<file path="src/osc_pkg.sv">
`default_nettype none

package osc_pkg;

  // --------------------
  // Register map
  // --------------------

  // Byte offsets of the configuration registers from the slave base address
  // Each register occupies one 32-bit word slot on the APB3 bus
  localparam int CR_WAVEFORM_SELECT_OFFSET = 0;

  // Phase increment per accepted sample, the full data width is used
  localparam int CR_FREQUENCY_OFFSET = 4;

  // Square wave threshold, compared against the upper phase bits
  localparam int CR_DUTY_CYCLE_OFFSET = 8;

  // Control word, only the enable bit is implemented
  localparam int CR_CONTROL_OFFSET = 12;

  // Bit position of the oscillator enable inside the control register
  localparam int CTRL_ENABLE_BIT = 0;

  // --------------------
  // Waveform selection
  // --------------------

  // Width of the waveform select field
  localparam int WAVE_SEL_WIDTH = 2;

  // Square wave, high while the phase is below the duty cycle
  localparam logic [WAVE_SEL_WIDTH-1:0] WAVE_SQUARE = WAVE_SEL_WIDTH'(0);

  // Rising ramp that follows the phase directly
  localparam logic [WAVE_SEL_WIDTH-1:0] WAVE_SAWTOOTH = WAVE_SEL_WIDTH'(1);

  // Symmetric ramp up then down over one phase period
  localparam logic [WAVE_SEL_WIDTH-1:0] WAVE_TRIANGLE = WAVE_SEL_WIDTH'(2);

  // The remaining code 3 is not named here
  // The shaper outputs constant zero samples for it

endpackage

`default_nettype wire
</file>
<file path="src/osc_cfg_if.sv">
`timescale 1ns/1ps
`default_nettype none

interface osc_cfg_if #(
  parameter int DATA_WIDTH   = 32,
  parameter int SAMPLE_WIDTH = 16
) ();

  // Selected waveform code
  logic [osc_pkg::WAVE_SEL_WIDTH-1:0] waveform_select;

  // Phase step added on every accepted phase
  logic [DATA_WIDTH-1:0]              frequency;

  // Square wave threshold in sample units
  logic [SAMPLE_WIDTH-1:0]            duty_cycle;

  // Oscillator run enable
  logic                               enable;

  // Register side owns all configuration state
  modport regs (output waveform_select, frequency, duty_cycle, enable);

  // Datapath side only observes the configuration
  modport core (input waveform_select, frequency, duty_cycle, enable);

endinterface

`default_nettype wire

</file>
<file path="src/oscillator_top.sv">
`timescale 1ns/1ps
`default_nettype none

module oscillator_top #(
  parameter int APB3_BASE_ADDR_P  = 0,
  parameter int APB3_ADDR_WIDTH_P = 12,
  parameter int APB3_DATA_WIDTH_P = 32,
  parameter int SAMPLE_WIDTH_P    = 16
) (
  input  wire                          clk,
  input  wire                          rst_n,

  // APB3 register port
  input  wire                          apb3_psel,
  input  wire                          apb3_penable,
  input  wire                          apb3_pwrite,
  input  wire  [APB3_ADDR_WIDTH_P-1:0] apb3_paddr,
  input  wire  [APB3_DATA_WIDTH_P-1:0] apb3_pwdata,
  output wire  [APB3_DATA_WIDTH_P-1:0] apb3_prdata,
  output wire                          apb3_pready,

  // Sample output stream
  output wire  [SAMPLE_WIDTH_P-1:0]    sample,
  output wire                          sample_valid,
  input  wire                          sample_ready
);

  // Phase stream between accumulator and shaper
  wire [APB3_DATA_WIDTH_P-1:0] phase;
  wire                         phase_valid;
  wire                         phase_ready;

  // Configuration shared by the register slave and the datapath
  osc_cfg_if #(
    .DATA_WIDTH   (APB3_DATA_WIDTH_P),
    .SAMPLE_WIDTH (SAMPLE_WIDTH_P)
  ) cfg_bus ();

  oscillator_apb3_slave #(
    .APB3_BASE_ADDR_P  (APB3_BASE_ADDR_P),
    .APB3_ADDR_WIDTH_P (APB3_ADDR_WIDTH_P),
    .APB3_DATA_WIDTH_P (APB3_DATA_WIDTH_P)
  ) apb_slave_i (
    .clk          (clk),
    .rst_n        (rst_n),
    .apb3_psel    (apb3_psel),
    .apb3_penable (apb3_penable),
    .apb3_pwrite  (apb3_pwrite),
    .apb3_paddr   (apb3_paddr),
    .apb3_pwdata  (apb3_pwdata),
    .apb3_pready  (apb3_pready),
    .apb3_prdata  (apb3_prdata),
    .cfg          (cfg_bus.regs)
  );

  phase_accumulator #(
    .APB3_DATA_WIDTH_P (APB3_DATA_WIDTH_P)
  ) phase_acc_i (
    .clk         (clk),
    .rst_n       (rst_n),
    .cfg         (cfg_bus.core),
    .phase       (phase),
    .phase_valid (phase_valid),
    .phase_ready (phase_ready)
  );

  waveform_shaper #(
    .APB3_DATA_WIDTH_P (APB3_DATA_WIDTH_P),
    .SAMPLE_WIDTH_P    (SAMPLE_WIDTH_P)
  ) shaper_i (
    .clk          (clk),
    .rst_n        (rst_n),
    .cfg          (cfg_bus.core),
    .phase        (phase),
    .phase_valid  (phase_valid),
    .phase_ready  (phase_ready),
    .sample       (sample),
    .sample_valid (sample_valid),
    .sample_ready (sample_ready)
  );

endmodule

`default_nettype wire

</file>
<file path="src/waveform_shaper.sv">
`timescale 1ns/1ps
`default_nettype none

module waveform_shaper #(
  parameter int APB3_DATA_WIDTH_P = 32,
  parameter int SAMPLE_WIDTH_P    = 16
) (
  input  wire                          clk,
  input  wire                          rst_n,

  osc_cfg_if.core                      cfg,

  input  wire  [APB3_DATA_WIDTH_P-1:0] phase,
  input  wire                          phase_valid,
  output logic                         phase_ready,

  output logic [SAMPLE_WIDTH_P-1:0]    sample,
  output logic                         sample_valid,
  input  wire                          sample_ready
);

  logic [SAMPLE_WIDTH_P-1:0] phase_top;
  logic [SAMPLE_WIDTH_P-1:0] shaped;
  logic                      phase_fire;

  // Only the upper phase bits set the sample, the rest is fractional phase
  assign phase_top = phase[APB3_DATA_WIDTH_P-1 -: SAMPLE_WIDTH_P];

  // Output register can take a new sample when empty or being drained now
  assign phase_ready = !sample_valid || sample_ready;
  assign phase_fire  = phase_valid && phase_ready;

  // --------------------
  // Waveform generation
  // --------------------

  always_comb begin
    case (cfg.waveform_select)
      // Full scale below the duty threshold, zero above it
      osc_pkg::WAVE_SQUARE: begin
        shaped = (phase_top < cfg.duty_cycle) ? {SAMPLE_WIDTH_P{1'b1}} : '0;
      end
      // Ramp follows the phase directly
      osc_pkg::WAVE_SAWTOOTH: begin
        shaped = phase_top;
      end
      // First half rises, second half mirrors it downward
      osc_pkg::WAVE_TRIANGLE: begin
        if (phase_top[SAMPLE_WIDTH_P-1]) begin
          shaped = {~phase_top[SAMPLE_WIDTH_P-2:0], 1'b0};
        end else begin
          shaped = {phase_top[SAMPLE_WIDTH_P-2:0], 1'b0};
        end
      end
      // Unused code gives silence
      default: begin
        shaped = '0;
      end
    endcase
  end

  // --------------------
  // Output register
  // --------------------

  // Valid only moves when the register is free to accept
  // Disabling the oscillator flushes any pending sample
  always_ff @(posedge clk or negedge rst_n) begin
    if (!rst_n) begin
      sample_valid <= 1'b0;
    end else if (!cfg.enable) begin
      sample_valid <= 1'b0;
    end else if (phase_ready) begin
      sample_valid <= phase_valid;
    end
  end

  // Sample payload is loaded on every phase transfer and held otherwise
  always_ff @(posedge clk) begin
    if (phase_fire) begin
      sample <= shaped;
    end
  end

  // A stalled sample is presented unchanged until the sink takes it
  sample_hold_a: assert property (
    @(posedge clk) disable iff (!rst_n)
    sample_valid && !sample_ready && cfg.enable |=> sample_valid && $stable(sample)
  );

endmodule

`default_nettype wire

</file>
<file path="src/phase_accumulator.sv">
`timescale 1ns/1ps
`default_nettype none

module phase_accumulator #(
  parameter int APB3_DATA_WIDTH_P = 32
) (
  input  wire                          clk,
  input  wire                          rst_n,

  osc_cfg_if.core                      cfg,

  output logic [APB3_DATA_WIDTH_P-1:0] phase,
  output logic                         phase_valid,
  input  wire                          phase_ready
);

  logic phase_fire;

  // A phase is handed to the shaper when both sides agree
  assign phase_fire = phase_valid && phase_ready;

  // --------------------
  // Phase register
  // --------------------

  // While disabled the accumulator sits at phase zero with no valid output
  // After enable rises, valid follows one cycle later with phase zero
  // Each transfer steps the phase by the current frequency word
  // The sum wraps naturally at the data width, giving the NCO period
  always_ff @(posedge clk or negedge rst_n) begin
    if (!rst_n) begin
      phase       <= '0;
      phase_valid <= 1'b0;
    end else if (!cfg.enable) begin
      phase       <= '0;
      phase_valid <= 1'b0;
    end else begin
      // Valid stays asserted for as long as the oscillator runs
      phase_valid <= 1'b1;
      if (phase_fire) begin
        phase <= phase + cfg.frequency;
      end
    end
  end

  // --------------------
  // Stream checks
  // --------------------

  // A stalled phase must be offered again unchanged on the next cycle
  // This ties the shaper back-pressure to the accumulator hold behaviour
  phase_hold_a: assert property (
    @(posedge clk) disable iff (!rst_n)
    phase_valid && !phase_ready && cfg.enable |=> phase_valid && $stable(phase)
  );

endmodule

`default_nettype wire

</file>
<file path="src/oscillator_apb3_slave.sv">
`timescale 1ns/1ps
`default_nettype none

module oscillator_apb3_slave #(
  parameter int APB3_BASE_ADDR_P  = 0,
  parameter int APB3_ADDR_WIDTH_P = 12,
  parameter int APB3_DATA_WIDTH_P = 32
) (
  input  wire                           clk,
  input  wire                           rst_n,

  input  wire                           apb3_psel,
  input  wire                           apb3_penable,
  input  wire                           apb3_pwrite,
  input  wire  [APB3_ADDR_WIDTH_P-1:0]  apb3_paddr,
  input  wire  [APB3_DATA_WIDTH_P-1:0]  apb3_pwdata,
  output logic                          apb3_pready,
  output logic [APB3_DATA_WIDTH_P-1:0]  apb3_prdata,

  osc_cfg_if.regs                       cfg
);

  // Duty cycle width follows the sample width carried by the interface
  localparam int DUTY_WIDTH_C = $bits(cfg.duty_cycle);

  // Absolute register addresses
  localparam logic [APB3_ADDR_WIDTH_P-1:0] WAVE_ADDR_C =
    APB3_ADDR_WIDTH_P'(APB3_BASE_ADDR_P + osc_pkg::CR_WAVEFORM_SELECT_OFFSET);
  localparam logic [APB3_ADDR_WIDTH_P-1:0] FREQ_ADDR_C =
    APB3_ADDR_WIDTH_P'(APB3_BASE_ADDR_P + osc_pkg::CR_FREQUENCY_OFFSET);
  localparam logic [APB3_ADDR_WIDTH_P-1:0] DUTY_ADDR_C =
    APB3_ADDR_WIDTH_P'(APB3_BASE_ADDR_P + osc_pkg::CR_DUTY_CYCLE_OFFSET);
  localparam logic [APB3_ADDR_WIDTH_P-1:0] CTRL_ADDR_C =
    APB3_ADDR_WIDTH_P'(APB3_BASE_ADDR_P + osc_pkg::CR_CONTROL_OFFSET);

  logic                         setup_phase;
  logic                         write_en;
  logic [APB3_DATA_WIDTH_P-1:0] read_data;

  // First cycle of a transfer, psel high with penable still low
  assign setup_phase = apb3_psel && !apb3_penable;

  // The write commits in the access cycle where pready is already high
  assign write_en = apb3_psel && apb3_penable && apb3_pready && apb3_pwrite;

  // --------------------
  // Read mux
  // --------------------

  // Register values are zero-extended to the bus width
  // Unmapped addresses fall through to zero
  always_comb begin
    read_data = '0;
    case (apb3_paddr)
      WAVE_ADDR_C: read_data[osc_pkg::WAVE_SEL_WIDTH-1:0] = cfg.waveform_select;
      FREQ_ADDR_C: read_data = cfg.frequency;
      DUTY_ADDR_C: read_data[DUTY_WIDTH_C-1:0] = cfg.duty_cycle;
      CTRL_ADDR_C: read_data[osc_pkg::CTRL_ENABLE_BIT] = cfg.enable;
      default:     read_data = '0;
    endcase
  end

  // --------------------
  // Transfer handshake
  // --------------------

  // pready rises at the edge closing the setup cycle and drops after one cycle
  // Read data is captured at that same edge, so it lines up with pready
  always_ff @(posedge clk or negedge rst_n) begin
    if (!rst_n) begin
      apb3_pready <= 1'b0;
      apb3_prdata <= '0;
    end else begin
      apb3_pready <= setup_phase;
      apb3_prdata <= (setup_phase && !apb3_pwrite) ? read_data : '0;
    end
  end

  // --------------------
  // Configuration registers
  // --------------------

  // Write data is truncated to each field width
  // All registers clear on reset, which leaves the oscillator disabled
  always_ff @(posedge clk or negedge rst_n) begin
    if (!rst_n) begin
      cfg.waveform_select <= '0;
      cfg.frequency       <= '0;
      cfg.duty_cycle      <= '0;
      cfg.enable          <= 1'b0;
    end else if (write_en) begin
      case (apb3_paddr)
        WAVE_ADDR_C: cfg.waveform_select <= apb3_pwdata[osc_pkg::WAVE_SEL_WIDTH-1:0];
        FREQ_ADDR_C: cfg.frequency       <= apb3_pwdata;
        DUTY_ADDR_C: cfg.duty_cycle      <= apb3_pwdata[DUTY_WIDTH_C-1:0];
        CTRL_ADDR_C: cfg.enable          <= apb3_pwdata[osc_pkg::CTRL_ENABLE_BIT];
        default: ;
      endcase
    end
  end

  // --------------------
  // Protocol checks
  // --------------------

  // The master never drives an access phase without selecting the slave
  penable_needs_psel_a: assert property (
    @(posedge clk) disable iff (!rst_n)
    apb3_penable |-> apb3_psel
  );

  // Address is held from the setup cycle through the access phase
  paddr_stable_a: assert property (
    @(posedge clk) disable iff (!rst_n)
    apb3_psel && apb3_penable |-> $stable(apb3_paddr)
  );

endmodule

`default_nettype wire

</file>
<file path="config.mk">
export PLATFORM = sky130hd
export DESIGN_NAME = oscillator_top
export DESIGN_NICKNAME = d
export VERILOG_FILES = /design/src/osc_pkg.sv /design/src/osc_cfg_if.sv /design/src/oscillator_top.sv /design/src/waveform_shaper.sv /design/src/phase_accumulator.sv /design/src/oscillator_apb3_slave.sv
export SDC_FILE = /design/constraint.sdc
export NUM_CORES = 1
export LEC_CHECK = 0
export ABC_AREA = 1
export BUFFER_PORTS_ARGS = -buffer_cell sky130_fd_sc_hd__buf_2
export CORE_MARGIN = 1.5
export CORE_UTILIZATION = 50
export CTS_CLUSTER_DIAMETER = 80
export DETAILED_ROUTE_END_ITERATION = 8
export PLACE_DENSITY = 0.71
export SLEW_MARGIN = 30
export SYNTH_ARGS = -nofsm -noshare
export SYNTH_HDL_FRONTEND = slang
export SYNTH_SLANG_ARGS = --single-unit
</file>
<file path="constraint.sdc">
create_clock -name clk -period 2.9 [get_ports clk]
set_input_delay 0 -clock clk [delete_from_list [all_inputs] [get_ports clk]]
set_output_delay 0 -clock clk [all_outputs]
set_load 0.03 [all_outputs]
</file>
**Yosys cells after proc, flatten, opt, wreduce, memory -nomap -nowiden**

Cells that the tools add are included.

- Register bits: 134
- Input bits: 50
- Output and inout bits: 50
- Logic and storage cells: 49

- Add/subtract/negate cells: 1
- Order comparisons: 1
- Equality and inequality tests: 7
- Muxes and demuxes: 13
- Bitwise logic cells: 1
- Reduce and logical (&&, ||, !) cells: 16

Operators by type and width:

| kind | number |
|---|---|
| 32-bit two-way mux | 3 |
| 16-bit two-way mux | 3 |
| 16-bit case mux with 3 select lines | 1 |
| 32-bit adder | 1 |
| 14-bit case mux with 2 select lines | 1 |
| 12-bit by 4-bit equality test with 1-bit output, second input constant | 2 |
| 16-bit < comparator | 1 |
| 15-bit inverter | 1 |
| 12-bit by 3-bit equality test with 1-bit output, second input constant | 1 |
| 12-bit zero test | 1 |
| 2-bit AND reduction | 4 |
| 1-bit logical AND | 6 |
| 2-bit by 1-bit != test with 1-bit output, second input constant | 2 |
| 1-bit case mux with 4 select lines | 1 |
| 1-bit zero test | 3 |
| 1-bit two-way mux | 3 |
| 1-bit case mux with 3 select lines | 1 |
| 2-bit by 1-bit equality test with 1-bit output, second input constant | 1 |
| 2-bit equality test, second input constant | 1 |
| 2-bit zero test | 1 |
| 1-bit logical OR | 1 |

**Depth between registers and ports, before layout**

Gate-level depths: netlist of the first run.

- Depth in word-level cells: 5
- Depth in mapped cells: 13
- Gate-level depth less buffers: 13

**By module**

A second synthesis of the first run with hierarchy kept.

- Cell total of the unflattened synthesis: 1162
- Area, all modules: 8405.6 um2

By module, submodules not included:

| module | instances | cells an instance | area each (um2) |
|---|---|---|---|
| phase_accumulator | 1 | 631 | 3616.0 |
| oscillator_apb3_slave | 1 | 357 | 3365.7 |
| waveform_shaper | 1 | 174 | 1423.9 |

**Worst setup path after synthesis of the first run**

No wires, ideal clock.

- Path type: reg2reg
- Start: register shaper_i.sample_valid
- End: register phase_acc_i.phase[13]
- Setup time: 0.083 ns
- Arrival time: 1.727 ns
- Data required time: 2.817 ns
- Slack: 1.091 ns
- Cell stages (with the launch flop): 9
- Path buffers: 1
- Clock period less this slack: 1.809 ns
- Path through: dfrtp_1 -> nand2_1 -> nand2_1 -> inv_1 -> nand2_1 -> inv_1 -> clkbuf_1 -> nand2_1 -> o21ai_0

- Word-level cells in the longest chain between the ends: 4

RTL lines:

| what | RTL line | source |
|---|---|---|
| from (decl) | waveform_shaper.sv:18 | `output logic sample_valid,` |
| from (signal assigned) | waveform_shaper.sv:74 | `sample_valid <= phase_valid;` |
| 1-bit zero test | waveform_shaper.sv:30 | `assign phase_ready = !sample_valid \|\| sample_ready;` |
| 1-bit logical OR | waveform_shaper.sv:30 |  |
| 1-bit logical AND | phase_accumulator.sv:20 | `assign phase_fire = phase_valid && phase_ready;` |
| via phase_acc_i.phase_fire | phase_accumulator.sv:17 | `logic phase_fire;` |
| 2-bit by 1-bit != test with 1-bit output (no line) | - |  |
| to (signal assigned) | phase_accumulator.sv:41 | `phase <= phase + cfg.frequency;` |
| to (decl) | phase_accumulator.sv:12 | `output logic [APB3_DATA_WIDTH_P-1:0] phase,` |

The timed path passes the listed nets, and every way through them passes these cells.
A chain may end at the register's enable or synchronous reset.

**Worst setup path after layout of the first run**

- Start: input port apb3_paddr[4]
- End: register apb_slave_i.cfg.frequency[22]

- Word-level cells in the longest chain between the ends: 2

RTL lines:

| what | RTL line | source |
|---|---|---|
| from (decl) | oscillator_top.sv:17 | `input wire [APB3_ADDR_WIDTH_P-1:0] apb3_paddr,` |
| 12-bit by 3-bit equality test with 1-bit output | oscillator_apb3_slave.sv:92 | `case (apb3_paddr)` |
| 2-bit AND reduction (no line) | - |  |
| to (signal assigned) | oscillator_apb3_slave.sv:94 | `FREQ_ADDR_C: cfg.frequency <= apb3_pwdata;` |
| to (decl) | osc_cfg_if.sv:22 | `modport regs (output waveform_select, frequency, duty_cycle, enable);` |

Every way passes these cells.

==> results.yml, run 1 <==
clock_network:
  cts_tree: "built"
  numCtsBuffers: 17
  insertion_delay_ns: 0.43
  ctsRootBufferMaster: "clkbuf_16"
  htreeDepth: 4
  path_clk_slew_ns: 0.06
  clockBufferDepth: 2
  post_cts_resized: 0
  cts_sinks: 134
critical_path:
  rr_endpoint: "phase_acc_i.phase[20]"
  critPathKind: "input pin to flip-flop"
  worstSetupEndpointType: "flip-flop"
  worst_path_max_delay_cell: "dlygate4sd3_1"
  slowest_delay_ns: 0.55
  r2r_start: "apb_slave_i.cfg.frequency[0]"
  critPathMaxFanout: 48
  crit_family: "buffers and inverters"
  path_buf_inv: 4
  ff2ff_path_depth: 13
  reg2reg_slack_ns: 0.70
  path_common_cell: "dlygate4sd3_1"
  cp.required_ns: 3.21
  cp.arrival_ns: 2.92
  crit_chain: "dlygate4sd3_1, buf_2, nor2_1, dlygate4sd3_1, nand2_1, nor2_2, nand3_4, clkinv_2, nand2_4, mux2_4"
  startpoint_type: "input pin"
sta:
  worst_pin_slew_ns: 0.680
  setup_slack_ns: 0.288
  max_freq_mhz: 383
  hold_ws_ns: 0.0373
  fin_crit_sh_pct: 90.1
  relSlewSlack_pct: 54.7
  hold_viol: 0
  skew_ns: 0.0107
  setup_tns_ns: 0
  finalSetupViolations: 0
  slew_violations: 0
  rsz0062_at_grt: "no"
  post-route-min-period_ns: 2.61
drt:
  first_pass_iters: 7
  top_layer_used: "met4"
  routedWlPerCell_um: 14.3
  wl_met1_um: 9500
  drc_errors: 0
  via_per_inst: 4.97
  vias: 7401
  wl_met2_um: 10000
  drt-total-wl_um: 21200
  postRouteAntennaNets: 0
  drt-initial-drc-count: 530
  wl_met3_um: 1280
synth:
  syn-cell-area_sq_um: 8200
  syn_area_per_cell_sq_um: 7.33
  yosysMostFrequentCell: "nand2_1"
  synth_top_area_share_pct: 36.0
  synth_commonest_cells: "nand2_1, inv_1, dfrtp_1, nor2_1, nand3_1"
  yosysSeqAreaShare_pct: 41.9
  yosysTopAreaCell: "dfrtp_1"
  synth_edf_count: 16
  synth-main-ff-cell: "dfrtp_1"
  mappedNetlistNets: 1216
  synth_cell_types: 38
  synthCells: 1119
  ys_ff_latch: 134
  synth_area_leaders: "dfrtp_1, nand2_1, inv_1"
  ys_warn_count: 0
  async_reset_ff_share_pct: 88.1
global_route:
  grt_pass1_vias: 6902
  grt_pass1_wl_um: 34400
  grt_max_degree: 119
  antenna_found_initial: 0
  grt_use_total_pct: 26.2
  overflow: 0
hold_path:
  min-delay-start: "apb3_paddr[3]"
  hold_class: "input pin to flip-flop"
  hold_end: "apb_slave_i.apb3_prdata[1]"
  whs_path_depth: 4
place:
  port_buffers: 99
  place_ws_ns: 0.722
  dp_hpwl_um: 15400
  routabilityCongestion: 0.980
die:
  core-area_sq_um: 15900
  dieArea_sq_um: 17200
  die_h_um: 131
  die_w_um: 131
  num_io_pins: 100
  rows: 46
  initial_core_util_pct: 51.4
finish:
  fin_nets: 1358
  antenna_cells: 0
  fillers: 1417
  area.sequential_sq_um: 3430
  multi_input_area_sq_um: 3930
  area_growth_pct: 20.9
  layout-drive-gt1-share_pct: 13.0
pwr:
  leakage_nw: 5.48
  ir_drop_mv: 0.439
  power_density_nw_per_um2: 484
job:
  drv_cap: 0
status:
  status: "finished, final reports clean"
area by class of cell:
cell class | count | share of cell area (%)
Timing Repair Buffer | 149 | 9.95
Clock buffer | 17 | 4.29
Clock inverter | 15 | 1.59
Sequential cell | 134 | 34.6
Inverter | 188 | 7.13
Tap cell | 216 | 2.73
Multi-Input combinational cell | 771 | 39.7
metrics by stage:
stage | utilization, % | power (mW) | instance area (sq um) | cells
floorplan | - | 2.45 | 8200 | 1119
global placement | 56.0 | 2.64 | 8930 | 1418
detailed placement | 56.0 | 2.65 | 8930 | 1418
CTS | 62.2 | 4.84 | 9910 | 1490
global route | 62.2 | 5.00 | 9910 | 1490
finish | 62.2 | 4.80 | 9910 | 1490
worst max-delay path by stage:
stage	startpoint	to	cells past startpoint
detailed placement	apb_slave_i.cfg.frequency[0]	phase_acc_i.phase[20]	13
finish	apb3_paddr[4]	apb_slave_i.cfg.frequency[22]	10
global placement	apb_slave_i.cfg.frequency[0]	phase_acc_i.phase[20]	13
CTS	apb3_paddr[4]	apb_slave_i.cfg.frequency[22]	10
global route	apb3_paddr[4]	apb_slave_i.cfg.frequency[22]	10
floorplan	shaper_i.sample_valid	phase_acc_i.phase[13]	8
worst register-to-register path: cells and delay by family (launching register included):
kind	cells	cell delay, ns
AND/OR/NAND/NOR	8	0.82
flip-flops	1	0.37
buffers and inverters	2	0.20
adder cells (fa/ha/maj)	2	0.61
AO/OA/AOI/OAI	1	0.07
layer usage:
metal  vias up  track usage [%]
met3        29             5.97
met5         -                0
li1       3786                -
met2       221             42.3
met4         0             7.95
met1      3365             35.2
cell families after synthesis:
logic type	after synthesis	share of synthesized area, %
simple gates	556	27.3
flops	134	41.9
buf+inv	214	10.2
compound gates	136	8.67
mux	16	2.93
fa+ha+maj	47	7.26
xor+xnor	16	1.71
where the power goes:
group          switching, mW  internal (mW)
logic                  0.395          0.197
clock network          0.934           1.22
registers             0.0346           2.02
placed cells by master (no fill, tap or decap), drive strengths merged, types with 2 or more instances in the layout:
master | netlist | layout
o22ai | 3 | 3
o21bai | 3 | 3
mux2 | 16 | 16
nand3 | 66 | 66
o21ai | 69 | 69
nand2 | 401 | 401
clkbuf | 13 | 17
edfxtp | 16 | 16
buf | 13 | 109
clkinvlp | 0 | 2
clkinv | 2 | 5
ha | 46 | 46
a21oi | 54 | 54
xnor2 | 15 | 15
nor3 | 8 | 8
inv | 186 | 195
dfrtp | 118 | 118
nor2 | 74 | 74
nand4 | 5 | 5
dlygate4sd3 | 0 | 40
sequential cells by signal (all words and copies together), names as in the netlist:
signal	count
apb_slave_i.cfg.waveform_select	2
shaper_i.sample	16
shaper_i.sample_valid	1
phase_acc_i.phase	32
apb_slave_i.apb3_prdata	32
apb_slave_i.cfg.enable	1
apb_slave_i.cfg.frequency	32
phase_acc_i.phase_valid	1
apb_slave_i.apb3_pready	1
apb_slave_i.cfg.duty_cycle	16
repair_timing:
action | 4_1_cts | 5_1_grt
hold buffers | 40 | 0
hold endpoints to repair | 172 | 0
endpoints found under the setup margin | 0 | 0
buffers inserted | 0 | 0
Note: power is estimated with default switching activity, not from simulation.
==> run 2: changes to the inputs <==
--- a/config.mk
+++ b/config.mk
@@ -8,10 +8,10 @@
 export ABC_AREA = 1
 export BUFFER_PORTS_ARGS = -buffer_cell sky130_fd_sc_hd__buf_2
 export CORE_MARGIN = 1.5
-export CORE_UTILIZATION = 50
+export CORE_UTILIZATION = 64
 export CTS_CLUSTER_DIAMETER = 80
 export DETAILED_ROUTE_END_ITERATION = 8
-export PLACE_DENSITY = 0.71
+export PLACE_DENSITY = 0.88
 export SLEW_MARGIN = 30
 export SYNTH_ARGS = -nofsm -noshare
 export SYNTH_HDL_FRONTEND = slang
==> run 2 against run 1 <==
Compared with the run above:
- core utilization up 16 points
- clock skew rose by 0.0018 ns
- sequential share of layout area grew 0.18 points
- die area fell by 21%
- largest power group unchanged
==> results.yml, run 2 (synthesis results as in run 1) <==
sta:
  slew_violations: 0
  finalSetupViolations: 0
  hold_viol: 0
  rsz0062_at_grt: "no"
  worst_pin_slew_ns: 0.893
  setup_tns_ns: 0
  max_freq_mhz: 358
  fin_crit_sh_pct: 96.3
  post-route-min-period_ns: 2.79
  skew_ns: 0.0125
  relSlewSlack_pct: 40.3
finish:
  area.sequential_sq_um: 3430
  multi_input_area_sq_um: 3930
  fillers: 852
  layout-drive-gt1-share_pct: 12.8
  top_regs: "apb_slave_i.apb3_prdata: 32 flops, apb_slave_i.cfg.frequency: 32 flops, phase_acc_i.phase: 32 flops"
  antenna_cells: 0
  utilization_pct: 78.4
  area_growth_pct: 20.3
  layout_common_cells: "nand2_1, inv_1, dfrtp_1"
  layout_commonest_cell: "nand2_1"
  fin_nets: 1357
global_route:
  grt_pass1_vias: 7695
  grt_pass1_wl_um: 37800
  grt_max_degree: 64
  overflow: 0
  antenna_found_initial: 0
  grt_use_total_pct: 36.8
place:
  dp_hpwl_um: 15900
  routabilityCongestion: 0.983
  port_buffers: 99
die:
  dieArea_sq_um: 13500
  num_io_pins: 100
  die_w_um: 116
  die_h_um: 116
  initial_core_util_pct: 65.2
  core-area_sq_um: 12600
  rows: 41
pwr:
  power_density_nw_per_um2: 497
  ir_drop_mv: 0.527
  leakage_nw: 5.47
clock_network:
  htreeDepth: 4
  clockBufferDepth: 2
  ctsRootBufferMaster: "clkbuf_16"
  path_clk_slew_ns: 0.07
  cts_sinks: 134
  numCtsBuffers: 17
  post_cts_resized: 0
  insertion_delay_ns: 0.44
  cts_tree: "built"
drt:
  drt-initial-drc-count: 820
  drt-total-wl_um: 23800
  drc_errors: 0
  routedWlPerCell_um: 16.4
  via_per_inst: 5.53
  vias: 7998
  first_pass_iters: 6
  postRouteAntennaNets: 0
job:
  drv_cap: 0
critical_path:
  cp.arrival_ns: 3.10
  cp.required_ns: 3.21
  worstSetupEndpointType: "flip-flop"
  critPathMaxFanout: 48
  startpoint_type: "input pin"
  critPathKind: "input pin to flip-flop"
status:
  status: "finished, final reports clean"
hold_path:
  hold_class: "input pin to flip-flop"
run 2: cell types whose count changed in the layout (fill, tap and decap cells not counted), sizes merged:
cell / previous run / this run
buf: 109 / 108
bufinv: 1 / 2
clkinvlp: 2 / 5
inv: 195 / 191
run 2: what timing repair did:
item                                   CTS  global route
endpoints found under the hold margin   92             0
hold buffers                            40             0
buffers inserted                         0             0
run 2: power breakdown:
group / total [mW] / switching (mW) / internal [mW] / leakage, nW
registers: 2.06 / 0.0376 / 2.02 / 1.80
clock network: 2.21 / 0.926 / 1.29 / 0.277
logic: 0.622 / 0.423 / 0.199 / 3.39
run 2: path summary, 6_finish.rpt:
path / start / to / slack [ns] / cells past startpoint
max: apb3_paddr[10] / apb_slave_i.cfg.frequency[30] / 0.11 / 10
min: apb3_paddr[3] / apb_slave_i.apb3_prdata[1] / 0.02 / 4
max in group asynchronous: rst_n / apb_slave_i.cfg.frequency[7] / 2.03 / 3
max reg2reg: apb_slave_i.cfg.frequency[0] / phase_acc_i.phase[16] / 0.64 / 13
min reg2reg: apb_slave_i.cfg.enable / phase_acc_i.phase_valid / 0.46 / 0
min in group asynchronous: rst_n / phase_acc_i.phase[29] / 0.13 / 2
run 2: final cells by class:
cell class | instances | share of cell area [%]
Multi-Input combinational cell | 771 | 39.8
Sequential cell | 134 | 34.8
Timing Repair Buffer | 148 | 9.92
Tap cell | 172 | 2.18
Clock inverter | 15 | 1.75
Clock buffer | 17 | 4.31
Inverter | 188 | 7.17
run 2: per-layer routing:
metal,vias up,share of wire (%),track usage (%)
li1,3783,-,-
met5,-,0,0
met4,0,5.6,22.8
met2,466,47,60.9
met1,3638,39,44.4
met3,111,8.4,7.37
run 2: per-stage QoR:
step                      worst slack [ns]  power (mW)  hold slack, ns  cells  cell area [sq um]
after global placement               0.831        2.65          0.0215   1373               8860
after global routing                0.0645        5.04          0.0456   1445               9860
after CTS                            0.217        4.87         0.00649   1445               9860
final                                0.106        4.90          0.0225   1445               9860
after detailed placement             0.772        2.66          0.0196   1373               8860
after floorplan                       1.09        2.45          -0.296   1119               8200
run 2: critical path, stage by stage:
cell and delay [ns]:
dlygate4sd3_1 0.53, buf_2 0.12, nor2_1 0.08, dlygate4sd3_1 0.57
nand2_1 0.08, nor2_2 0.20, nand3_4 0.26, clkinv_2 0.32
nand2_4 0.43, mux2_4 0.46
